===== src/common/coll_pkg.sv =====
`default_nettype none

package coll_pkg;

  ////////////////////
  // field widths
  localparam int coord_w    = 3;
  localparam int rank_w     = 9;   // one rank number, also one x/y/z triple
  localparam int ctx_w      = 8;
  localparam int tag_w      = 8;
  localparam int op_w       = 4;
  localparam int payload_w  = 32;
  localparam int children_w = 3;
  localparam int lg_size_w  = 4;   // lg of communicator size
  localparam int cfg_addr_w = 8;
  localparam int cfg_data_w = 22;  // one full comm entry
  localparam int ext_w      = 16;  // wide enough for 2^15 communicator size

  typedef logic [children_w-1:0] children_t;
  typedef logic [ext_w-1:0]      ext_rank_t;

  // algorithm type field of the flit
  typedef enum logic [1:0] {
    alg_ring     = 2'd0,
    alg_tree     = 2'd1,
    alg_doubling = 2'd2,
    alg_bcast    = 2'd3
  } alg_e;

  ////////////////////
  // flit layouts, msb first
  typedef struct packed {
    logic                 valid;    // bit 72
    logic [coord_w-1:0]   dst_z;
    logic [coord_w-1:0]   dst_y;
    logic [coord_w-1:0]   dst_x;
    logic [coord_w-1:0]   src_z;
    logic [coord_w-1:0]   src_y;
    logic [coord_w-1:0]   src_x;
    logic [ctx_w-1:0]     context_id;
    logic [tag_w-1:0]     tag;
    alg_e                 algtype;
    logic [op_w-1:0]      op;
    logic [payload_w-1:0] payload;  // bits 31..0
  } flit_t;

  typedef struct packed {
    children_t children;  // bits 75..73
    flit_t     flit;
  } out_flit_t;

  // one rank table entry
  typedef struct packed {
    logic [coord_w-1:0] x;
    logic [coord_w-1:0] y;
    logic [coord_w-1:0] z;
  } coord_t;

  // one communicator table entry
  typedef struct packed {
    logic [rank_w-1:0]    local_rank;
    logic [lg_size_w-1:0] lg_commsize;
    logic [rank_w-1:0]    base_rank;
  } comm_entry_t;

  ////////////////////
  // helpers shared by both lookup paths
  function automatic ext_rank_t comm_size(logic [lg_size_w-1:0] lg);
    return ext_rank_t'(1) << lg;  // S = 2^lg
  endfunction

  // local rank mod S
  function automatic ext_rank_t rel_rank(comm_entry_t e);
    return ext_rank_t'(e.local_rank) & (comm_size(e.lg_commsize) - ext_rank_t'(1));
  endfunction

endpackage

`default_nettype wire


===== src/common/coll_stage_if.sv =====
`timescale 1ns/10ps
`default_nettype none

// communicator entry for the context on packet_in, combinational
interface comm_lookup_if;
  coll_pkg::comm_entry_t entry;

  modport source (output entry);  // comm_table
  modport sink   (input  entry);  // route_resolver, tree_fanout
endinterface

// stage 1 flit with new destination
interface dest_if;
  coll_pkg::flit_t flit;  // registered

  modport source (output flit);
  modport sink   (input  flit);
endinterface

// stage 1 children count plus valid level
interface fanout_if;
  coll_pkg::children_t children;
  logic                valid;

  modport source (
    output children,
    output valid
  );
  modport sink (
    input children,
    input valid
  );
endinterface

`default_nettype wire


===== src/hdl/coll_stage.sv =====
`timescale 1ns/10ps
`default_nettype none

// collective stage, 2 cycle latency, one flit per cycle
module coll_stage #(
  parameter int comm_entries = 4,
  parameter int lg_ranks     = 3   // 8 ranks
) (
  input  wire                                  clk,
  input  wire                                  rst,
  input  coll_pkg::flit_t                      packet_in,
  input  wire                                  cfg_comm_we,  // comm table strobe
  input  wire                                  cfg_rank_we,  // rank table strobe
  input  wire logic [coll_pkg::cfg_addr_w-1:0] cfg_addr,
  input  wire logic [coll_pkg::cfg_data_w-1:0] cfg_data,
  output coll_pkg::out_flit_t                  packet_out
);

  comm_lookup_if lookup_bus ();
  dest_if        dest_bus ();
  fanout_if      fanout_bus ();

  ////////////////////
  // stage 0, comm lookup
  comm_table #(
    .comm_entries (comm_entries)
  ) u_comm_table (
    .clk         (clk),
    .rst         (rst),
    .cfg_comm_we (cfg_comm_we),
    .cfg_addr    (cfg_addr),
    .cfg_data    (cfg_data),
    .context_id  (packet_in.context_id),
    .lookup      (lookup_bus.source)
  );

  ////////////////////
  // stage 1, two paths side by side
  route_resolver #(
    .lg_ranks (lg_ranks)
  ) u_route_resolver (
    .clk         (clk),
    .rst         (rst),
    .cfg_rank_we (cfg_rank_we),
    .cfg_addr    (cfg_addr),
    .cfg_data    (cfg_data),
    .flit        (packet_in),
    .lookup      (lookup_bus.sink),
    .dest        (dest_bus.source)
  );

  tree_fanout u_tree_fanout (
    .clk     (clk),
    .rst     (rst),
    .algtype (packet_in.algtype),
    .valid   (packet_in.valid),
    .lookup  (lookup_bus.sink),
    .fanout  (fanout_bus.source)
  );

  ////////////////////
  // stage 2, merge
  flit_assembler u_flit_assembler (
    .clk        (clk),
    .rst        (rst),
    .dest       (dest_bus.sink),
    .fanout     (fanout_bus.sink),
    .packet_out (packet_out)
  );

endmodule

`default_nettype wire


===== src/hdl/comm_table.sv =====
`timescale 1ns/10ps
`default_nettype none

// communicator table, written from cfg port, read by context
module comm_table #(
  parameter int comm_entries = 4
) (
  input  wire                                  clk,
  input  wire                                  rst,
  input  wire                                  cfg_comm_we,
  input  wire logic [coll_pkg::cfg_addr_w-1:0] cfg_addr,
  input  wire logic [coll_pkg::cfg_data_w-1:0] cfg_data,
  input  wire logic [coll_pkg::ctx_w-1:0]      context_id,
  comm_lookup_if.source                        lookup
);

  // at least one index bit even for a single entry
  localparam int idx_w = (comm_entries > 1) ? $clog2(comm_entries) : 1;

  coll_pkg::comm_entry_t table_q [comm_entries];

  logic [idx_w-1:0] wr_idx;
  logic [idx_w-1:0] rd_idx;

  assign wr_idx = idx_w'(cfg_addr % comm_entries);    // addr mod entries
  assign rd_idx = idx_w'(context_id % comm_entries);  // low ctx bits for 2^n entries

  ////////////////////
  // write port
  always_ff @(posedge clk) begin
    if (rst) begin
      for (int i = 0; i < comm_entries; i++) begin
        table_q[i] <= '0;  // all communicators empty
      end
    end else if (cfg_comm_we) begin
      table_q[wr_idx] <= coll_pkg::comm_entry_t'(cfg_data);
    end
  end

  // read is combinational, a write shows up for the next flit
  assign lookup.entry = table_q[rd_idx];

endmodule

`default_nettype wire


===== src/hdl/flit_assembler.sv =====
`timescale 1ns/10ps
`default_nettype none

// joins destination flit and children count into packet_out
module flit_assembler (
  input  wire                 clk,
  input  wire                 rst,
  dest_if.sink                dest,
  fanout_if.sink              fanout,
  output coll_pkg::out_flit_t packet_out
);

  coll_pkg::out_flit_t next_out;

  always_comb begin
    next_out.children   = fanout.children;
    next_out.flit       = dest.flit;
    // both paths registered the same valid, fanout's copy is taken
    next_out.flit.valid = fanout.valid;
  end

  ////////////////////
  // output register
  always_ff @(posedge clk) begin
    if (rst) begin
      packet_out <= '0;  // valid low after reset
    end else begin
      packet_out <= next_out;
    end
  end

endmodule

`default_nettype wire


===== src/hdl/tree_fanout.sv =====
`timescale 1ns/10ps
`default_nettype none

// children the local rank waits for, registered with valid
module tree_fanout (
  input  wire           clk,
  input  wire           rst,
  input  coll_pkg::alg_e algtype,
  input  wire           valid,
  comm_lookup_if.sink   lookup,
  fanout_if.source      fanout
);

  coll_pkg::ext_rank_t size;       // S
  coll_pkg::ext_rank_t r;          // relative rank
  coll_pkg::ext_rank_t left_kid;   // 2r+1
  coll_pkg::ext_rank_t right_kid;  // 2r+2
  logic                has_left;
  logic                has_right;
  coll_pkg::children_t tree_cnt;
  coll_pkg::children_t dbl_cnt;
  coll_pkg::children_t next_cnt;

  always_comb begin
    size      = coll_pkg::comm_size(lookup.entry.lg_commsize);
    r         = coll_pkg::rel_rank(lookup.entry);
    left_kid  = (r << 1) + coll_pkg::ext_rank_t'(1);
    right_kid = (r << 1) + coll_pkg::ext_rank_t'(2);
    has_left  = left_kid < size;
    has_right = right_kid < size;

    // binary tree, 0..2 kids
    tree_cnt = coll_pkg::children_t'(has_left) + coll_pkg::children_t'(has_right);

    // one round per doubling step, field is only 3 bits wide
    if (lookup.entry.lg_commsize > 4'd7) begin
      dbl_cnt = 3'd7;
    end else begin
      dbl_cnt = lookup.entry.lg_commsize[2:0];
    end

    case (algtype)
      coll_pkg::alg_ring:     next_cnt = 3'd1;  // one neighbour upstream
      coll_pkg::alg_doubling: next_cnt = dbl_cnt;
      default:                next_cnt = tree_cnt;  // tree and bcast
    endcase
  end

  ////////////////////
  // stage 1 register
  always_ff @(posedge clk) begin
    if (rst) begin
      fanout.children <= '0;
      fanout.valid    <= 1'b0;
    end else begin
      fanout.children <= next_cnt;
      fanout.valid    <= valid;
    end
  end

endmodule

`default_nettype wire


===== src/route_resolver/route_resolver.sv =====
`timescale 1ns/10ps
`default_nettype none

// peer rank per algorithm, rank table, registered destination
module route_resolver #(
  parameter int lg_ranks = 3
) (
  input  wire                                  clk,
  input  wire                                  rst,
  input  wire                                  cfg_rank_we,
  input  wire logic [coll_pkg::cfg_addr_w-1:0] cfg_addr,
  input  wire logic [coll_pkg::cfg_data_w-1:0] cfg_data,
  input  coll_pkg::flit_t                      flit,
  comm_lookup_if.sink                          lookup,
  dest_if.source                               dest
);

  localparam int num_ranks = 1 << lg_ranks;

  coll_pkg::coord_t rank_tbl [num_ranks];  // rank -> torus x/y/z

  coll_pkg::ext_rank_t size;        // S
  coll_pkg::ext_rank_t r;           // local rank mod S
  coll_pkg::ext_rank_t first_child; // 2r+1
  coll_pkg::ext_rank_t p_ring;
  coll_pkg::ext_rank_t p_tree;
  coll_pkg::ext_rank_t p_doubling;
  coll_pkg::ext_rank_t p_bcast;
  coll_pkg::ext_rank_t peer;        // relative peer
  coll_pkg::ext_rank_t global_peer; // base + peer, before mod
  logic [2:0]          flip_k;      // bit to flip in doubling
  logic [lg_ranks-1:0] peer_idx;
  coll_pkg::coord_t    dst_coord;
  coll_pkg::flit_t     next_flit;

  ////////////////////
  // rank table write port
  always_ff @(posedge clk) begin
    if (rst) begin
      for (int i = 0; i < num_ranks; i++) begin
        rank_tbl[i] <= '0;
      end
    end else if (cfg_rank_we) begin
      rank_tbl[cfg_addr[lg_ranks-1:0]] <= coll_pkg::coord_t'(cfg_data[coll_pkg::rank_w-1:0]);
    end
  end

  ////////////////////
  // relative peer per algorithm
  always_comb begin
    size        = coll_pkg::comm_size(lookup.entry.lg_commsize);
    r           = coll_pkg::rel_rank(lookup.entry);
    first_child = (r << 1) + coll_pkg::ext_rank_t'(1);

    p_ring = (r + coll_pkg::ext_rank_t'(1)) & (size - coll_pkg::ext_rank_t'(1));  // wraps at S
    p_tree = (r == '0) ? '0 : ((r - coll_pkg::ext_rank_t'(1)) >> 1);               // parent, root stays

    // k from tag only if it lies inside the communicator
    flip_k = ({1'b0, flit.tag[2:0]} < lookup.entry.lg_commsize) ? flit.tag[2:0] : 3'd0;
    if (lookup.entry.lg_commsize == '0) begin
      p_doubling = r;  // single rank, talks to itself
    end else begin
      p_doubling = r ^ (coll_pkg::ext_rank_t'(1) << flip_k);
    end

    p_bcast = (first_child < size) ? first_child : r;  // leaf keeps itself

    case (flit.algtype)
      coll_pkg::alg_ring:     peer = p_ring;
      coll_pkg::alg_tree:     peer = p_tree;
      coll_pkg::alg_doubling: peer = p_doubling;
      default:                peer = p_bcast;
    endcase
  end

  // global rank, mod num_ranks by truncation
  assign global_peer = coll_pkg::ext_rank_t'(lookup.entry.base_rank) + peer;
  assign peer_idx    = global_peer[lg_ranks-1:0];
  assign dst_coord   = rank_tbl[peer_idx];

  always_comb begin
    next_flit       = flit;  // src, ctx, tag, op, payload, valid unchanged
    next_flit.dst_x = dst_coord.x;
    next_flit.dst_y = dst_coord.y;
    next_flit.dst_z = dst_coord.z;
  end

  ////////////////////
  // stage 1 register
  always_ff @(posedge clk) begin
    if (rst) begin
      dest.flit <= '0;  // keeps packet_out clean right after reset
    end else begin
      dest.flit <= next_flit;
    end
  end

endmodule

`default_nettype wire


===== config.mk =====
export PLATFORM = sky130hd
export DESIGN_NAME = coll_stage
export DESIGN_NICKNAME = d
export VERILOG_FILES = /design/src/common/coll_pkg.sv /design/src/common/coll_stage_if.sv /design/src/hdl/coll_stage.sv /design/src/hdl/comm_table.sv /design/src/hdl/flit_assembler.sv /design/src/hdl/tree_fanout.sv /design/src/route_resolver/route_resolver.sv
export SDC_FILE = /design/constraint.sdc
export NUM_CORES = 1
export LEC_CHECK = 0
export ABC_AREA = 1
export BUFFER_PORTS_ARGS = -buffer_cell sky130_fd_sc_hd__buf_2
export CORE_MARGIN = 8
export CORE_UTILIZATION = 55
export DETAILED_ROUTE_END_ITERATION = 16
export GPL_TIMING_DRIVEN = 1
export PLACE_DENSITY = 0.77
export SLEW_MARGIN = 10
export SYNTH_ARGS = -nofsm -noshare
export SYNTH_HDL_FRONTEND = slang
export SYNTH_SLANG_ARGS = --single-unit

===== constraint.sdc =====
create_clock -name clk -period 6.63 [get_ports clk]
set_input_delay 1.326 -clock clk [delete_from_list [all_inputs] [get_ports clk]]
set_output_delay 1.326 -clock clk [all_outputs]
set_load 0.02 [all_outputs]

# Word-level counts from Yosys, hierarchy flattened
# Memories as Yosys holds them, arrays and structs flattened. A register that Yosys moved wholly into a read port is not among the register bits.
# Index checks and enable logic that the tools add are counted.
[word_totals]
output_inout_bits = 76
n_memories = 2
elab_cells = 69
register_bits = 143
mem_bits_rw = 160
in_bits = 107
[classes]
muxes = 21
n_eq_ne = 2
shifts = 2
n_reduce_logical = 5
magnitude_cmp = 4
n_addsub = 7
bitwise_logic = 3
[mem_list]
columns = ["memory", "depth", "word_bits", "rd", "rd_clocked_by_memory_dff", "wr", "line_no", "source"]
rows = [
  ["u_comm_table.table_q", 4, 22, 1, 0, 4, "comm_table.sv:20", "coll_pkg::comm_entry_t table_q [comm_entries];"],
  ["u_route_resolver.rank_tbl", 8, 9, 1, 1, 8, "route_resolver.sv:20", "coll_pkg::coord_t rank_tbl [num_ranks];"],
]
[op_table]
columns = ["cell", "n"]
rows = [
  ["$lt A16 B16 Y1", 2],
  ["$mux W22", 1],
  ["$reduce_or A22 Y1", 1],
  ["$mux W3", 6],
  ["$add A16 B1 Y16 const B", 1],
  ["$add A16 B2 Y16 const B", 1],
  ["$and A9 B16 Y16", 1],
  ["$logic_not A16 Y1", 1],
  ["$shl A1 B4 Y16 const A", 1],
  ["$sub A16 B1 Y16 const B", 1],
  ["$mux W1", 10],
  ["$mux W9", 1],
  ["$pmux W3 S3", 1],
  ["$reduce_or A9 Y1", 1],
  ["$pmux W3 S2", 1],
  ["$gt A4 B3 Y1 const B", 1],
  ["$logic_not A4 Y1", 1],
  ["$lt A3 B4 Y1", 1],
  ["$sub A4 B1 Y4 const B", 1],
  ["$add A3 B1 Y3 const B", 1],
  ["$add A3 B3 Y3", 1],
  ["$and A3 B3 Y3", 1],
  ["$shl A1 B3 Y3 const A", 1],
  ["$xor A3 B3 Y3", 1],
  ["other kinds (5)", 5],
]

# Depth between registers and ports, before layout
# An unclocked memory read counts as a cell.
[logic_depth]
word_depth = 9
depth_mapped = 36
depth_no_buf = 32

# By module
# From an unflattened synthesis, not the netlist that was laid out.
[hier_totals]
hier_cells = 1589
hier_area_um2 = 13736.9
[modules_own_cells]
columns = ["module", "cells_per_inst", "area_each_um2", "instances"]
rows = [
  ["route_resolver", 696, 6155.9, 1],
  ["comm_table", 479, 4286.6, 1],
  ["flit_assembler", 236, 2159.6, 1],
  ["tree_fanout", 178, 1134.8, 1],
]

# Worst setup path before layout
# Ideal clock, no wire load.
[synth_timing]
kind = "input -> register"
from = "in packet_in[47] (netlist bit)"
to = "reg, netlist name u_route_resolver.dest.flit[70]"
path_buffers = 3
t_required_ps = 6517
setup_ps = 113
t_arrival_ps = 5475
cell_stages = 33
path_slack_ps = 1042
path_cell_list = "buf_4 inv_2 nand3_1 nand2_2 nand2_4 nor2_1 inv_1 ha_1 xor2_4 nand2_4 clkinv_2 ha_1 inv_1 a21oi_1 nand2_1 nand2_1 nand2_1 nand2_1 nand2_1 nand2_1 nand2_1 nand2_2 a31oi_1 ha_1 fa_1 clkbuf_1 clkinv_1 clkbuf_1 a21oi_1 a32o_1 nand3_1 nand2_1 nor2_1"
[synth_between]
elab_chain_cells = 9
elab_cells_between_ends = 20
cone_classes = "add/sub (5); order compare (2); shift (2); mux (5); bitwise (3); reduce/logical (2); memory (1)"
[synth_rtl]
columns = ["element", "line_no", "source"]
rows = [
  ["start, declared", "coll_stage.sv:11", "input coll_pkg::flit_t packet_in,"],
  ["$mem_v2 Z4 W22 *", "-", ""],
  ["$shl A1 B4 Y16", "-", ""],
  ["$sub A16 B1 Y16", "-", ""],
  ["$and A9 B16 Y16", "-", ""],
  ["$add A16 B1 Y16", "-", ""],
  ["$lt A16 B16 Y1", "-", ""],
  ["$mux W3", "route_resolver.sv:66", "p_bcast = (first_child < size) ? first_child : r;"],
  ["$pmux W3 S3", "route_resolver.sv:68", "case (flit.algtype)"],
  ["$add A3 B3 Y3 *", "route_resolver.sv:77", "assign global_peer = coll_pkg::ext_rank_t'(lookup.entry.base_rank) + peer;"],
]
# Mark *: on every way between the ends. The rest lies on a longest branch, timed or not.
# A chain may end at the register's enable or synchronous reset.

# Worst setup path in the final report
[layout_timing]
from = "in packet_in[46] (netlist bit)"
to = "reg, netlist name u_route_resolver.dest.flit[63]"
[layout_between]
elab_chain_cells = 9
elab_cells_between_ends = 20
cone_classes = "add/sub (5); order compare (2); shift (2); mux (5); bitwise (3); reduce/logical (2); memory (1)"
[layout_rtl]
columns = ["element", "line_no"]
rows = [
  ["$mem_v2 Z4 W22 *", "-"],
  ["$shl A1 B4 Y16", "-"],
  ["$sub A16 B1 Y16", "-"],
  ["$and A9 B16 Y16", "-"],
  ["$add A16 B1 Y16", "-"],
  ["$lt A16 B16 Y1", "-"],
  ["$mux W3", "route_resolver.sv:66"],
  ["$pmux W3 S3", "route_resolver.sv:68"],
  ["$add A3 B3 Y3 *", "route_resolver.sv:77"],
]
# Marks and branches as above.

==> results.toml <==
[global_routing]
grt_pass1_wl_um = 41700
grt_pass1_vias = 8333
antenna_found_initial = 0
grt_remaining_overflow = 0
grt_max_degree = 87
grt.total_usage_pct = 19.7

[timing]
tns_ps = 0
post-route-period-util_pct = 87.2
grt_setup_unrepaired = "false"
drv_slew = 0
finalCriticalPeriod_ps = 5780
clock_skew_ps = 18.7
hold_viol_final = 0
fmax_mhz = 173
relSlewSlack_pct = 44.4
worstMarginPinSlew_ps = 832
timing.final.setup_violations = 0
hold-worst-slack_ps = 394
fin_ws_ps = 850

[setup_path]
slowest_delay_ps = 470
crit_top_cell = "nand2_1"
critPathMaxFanout = 32
required_ps = 7100
critPathLaunchType = "primary input"
cp.arrival_ps = 6250
cp-end-kind = "flop"
slowest_stage = "fa_1"
critPathKind = "in2reg"

[floorplan]
num_rows = 53
start_util_pct = 55.7
die_height_um = 161
coreArea_um2 = 20900
design.die.area_um2 = 26100
pin_count = 183
die_w_um = 161

[synthesis]
synth.top_cell.area_share_pct = 35.1
synth.avg_cell_area_um2 = 9.07
async_flop_share_pct = 0
yosysSeqAreaShare_pct = 61.3
synth.most_common_cell = "nor2_1"
synth_area_leaders = "edfxtp_1, dfxtp_1, nor2_1, inv_1, nand2_1"
ys.flop_type = "dfxtp_1"
netlist_top_cells_count = "nor2_1, inv_1, nand2_1, dfxtp_1, edfxtp_1"
synth-edff-count = 136
ys_warn_count = 0
ys_types = 42
syn-num-nets = 1411
synth_top_cell_by_area = "edfxtp_1"
netlist_area_um2 = 11600
yosys_register_bits = 288
synth_cells = 1282

[power_and_ir_drop]
pwr-share-comb_pct = 17.5
intPower_w = 0.00327
p_per_area_nw_per_um2 = 328
power_switching_w = 0.00122
seqPwrFrac_pct = 45.2
power_frac_clock_pct = 37.3
vdd_drop_max_v = 0.000182
switching_share_pct = 27.2
power_leakage_nw = 6.55

[routing]
dr.pass1.iters = 8
viasPerCell = 4.95
drc = 0
drtAntennaViolNets = 0
drtIter0Drc = 728
vias = 8613
wl_um = 26300
wl_per_cell_um = 15.1

[layout]
nets = 1573
antenna_cells = 0
layout-drive-gt1-share_pct = 18.0
utilization_pct = 65.6
syn2layout_area_growth_pct = 17.8

[outcome]
outcome = "finished, final reports clean"

[clock_tree]
postCtsSetupBuffers = 0
cts_resized = 0
cts.clk_slew.worst_paths_ps = 70
insertion_delay_ps = 540
cts_tree = "done"
cts_sinks = 288
cts-buffers-inserted = 28
htreeDepth = 1
cts_root_buffer = "clkbuf_16"
cts_hold_buf = 0
cts_buffer_depth = 3

[placed_design]
place_hpwl_um = 18200
dp_slack_ps = 332
numPortBuffers = 168
place.gp.congestion = 0.846

[flow_run]
drv_cap = 0

[hold_path]
hold_path.class = "reg2reg"
-- sequential cells by signal, summed over array words and instances (netlist names) --
signal	flops
u_route_resolver.dest.flit	72
u_route_resolver.rank_tbl	72
u_comm_table.table_q	64
u_tree_fanout.fanout.valid	1
u_flit_assembler.packet_out	76
u_tree_fanout.fanout.children	3
-- critical path: cells and delay by family --
family	cells	cell delay, ps
simple gates	16	1590
compound gates	6	880
fa+ha+maj	3	1070
xor+xnor	1	220
buf+inv	7	1140
-- layer usage --
layer / up-vias / wire, um / global-route usage, %
met2: 315 / 12100 / 33.4
met5: - / 0 / 0
met4: 0 / 517 / 5.72
met1: 3938 / 11200 / 24.6
met3: 38 / 2470 / 4.66
li1: 4322 / - / -
-- placed cells by master (no fill, tap or decap), types with 4 or more instances in the layout --
master | Yosys | layout
nand2_2 | 10 | 10
clkinv_2 | 1 | 7
buf_2 | 4 | 167
nand3_2 | 5 | 5
nand2_1 | 161 | 161
inv_4 | 1 | 6
ha_1 | 21 | 21
nor2_1 | 363 | 363
nand2_4 | 6 | 6
o22ai_1 | 14 | 14
nand3_1 | 36 | 36
inv_1 | 205 | 205
nand4_1 | 6 | 6
xor2_1 | 9 | 9
clkbuf_16 | 0 | 31
a21oi_1 | 22 | 22
edfxtp_1 | 136 | 136
o21ai_0 | 38 | 38
clkinv_1 | 4 | 4
a32o_1 | 12 | 12
dfxtp_1 | 152 | 152
buf_4 | 2 | 10
nor3_1 | 10 | 10
-- through the flow --
stage               instance area [um^2]  power (W)  std cells
CTS                                13700    0.00452       1741
global placement                   12700    0.00283       1689
global route                       13700    0.00470       1741
detailed placement                 12700    0.00285       1689
floorplan                          11600    0.00260       1282
finish                             13700    0.00449       1741
-- power by group through the flow --
stage	Sequential (W)	Combinational [W]	Clock (W)
2_1_floorplan	0.00210	0.000504	0
3_3_place_gp	0.00207	0.000762	0
3_5_place_dp	0.00207	0.000777	0
4_1_cts	0.00203	0.000783	0.00170
5_1_grt	0.00204	0.000877	0.00178
6_report	0.00203	0.000785	0.00168
-- cell families after synthesis --
family / after synthesis / share of synthesized area (%)
XOR/XNOR: 10 / 0.914
flip-flops: 288 / 61.3
buffers and inverters: 260 / 8.79
AND/OR/NAND/NOR: 604 / 21.5
adder cells (fa/ha/maj): 22 / 2.43
AO/OA/AOI/OAI: 98 / 5.08
-- area by class of cell --
class / instances / area [um^2]
fillers: 1635 / 7180
flip-flops and latches: 288 / 7130
multi-input cells: 734 / 3490
repair buffers: 178 / 931
clock buffers: 34 / 817
inverters: 214 / 807
well taps: 275 / 344
clock inverters: 18 / 194
-- final timing paths --
path | start | end | slack, ps | cells past startpoint
worst min-delay path | u_route_resolver.dest.flit[27] | u_flit_assembler.packet_out[27] | 390 | 2
worst max-delay path | packet_in[46] | u_route_resolver.dest.flit[63] | 850 | 33
worst min register to register | u_route_resolver.dest.flit[27] | u_flit_assembler.packet_out[27] | 390 | 2
worst max register to register | u_comm_table.table_q[3][11] | u_route_resolver.dest.flit[63] | 1870 | 31
(Power assumes the default switching activity.)
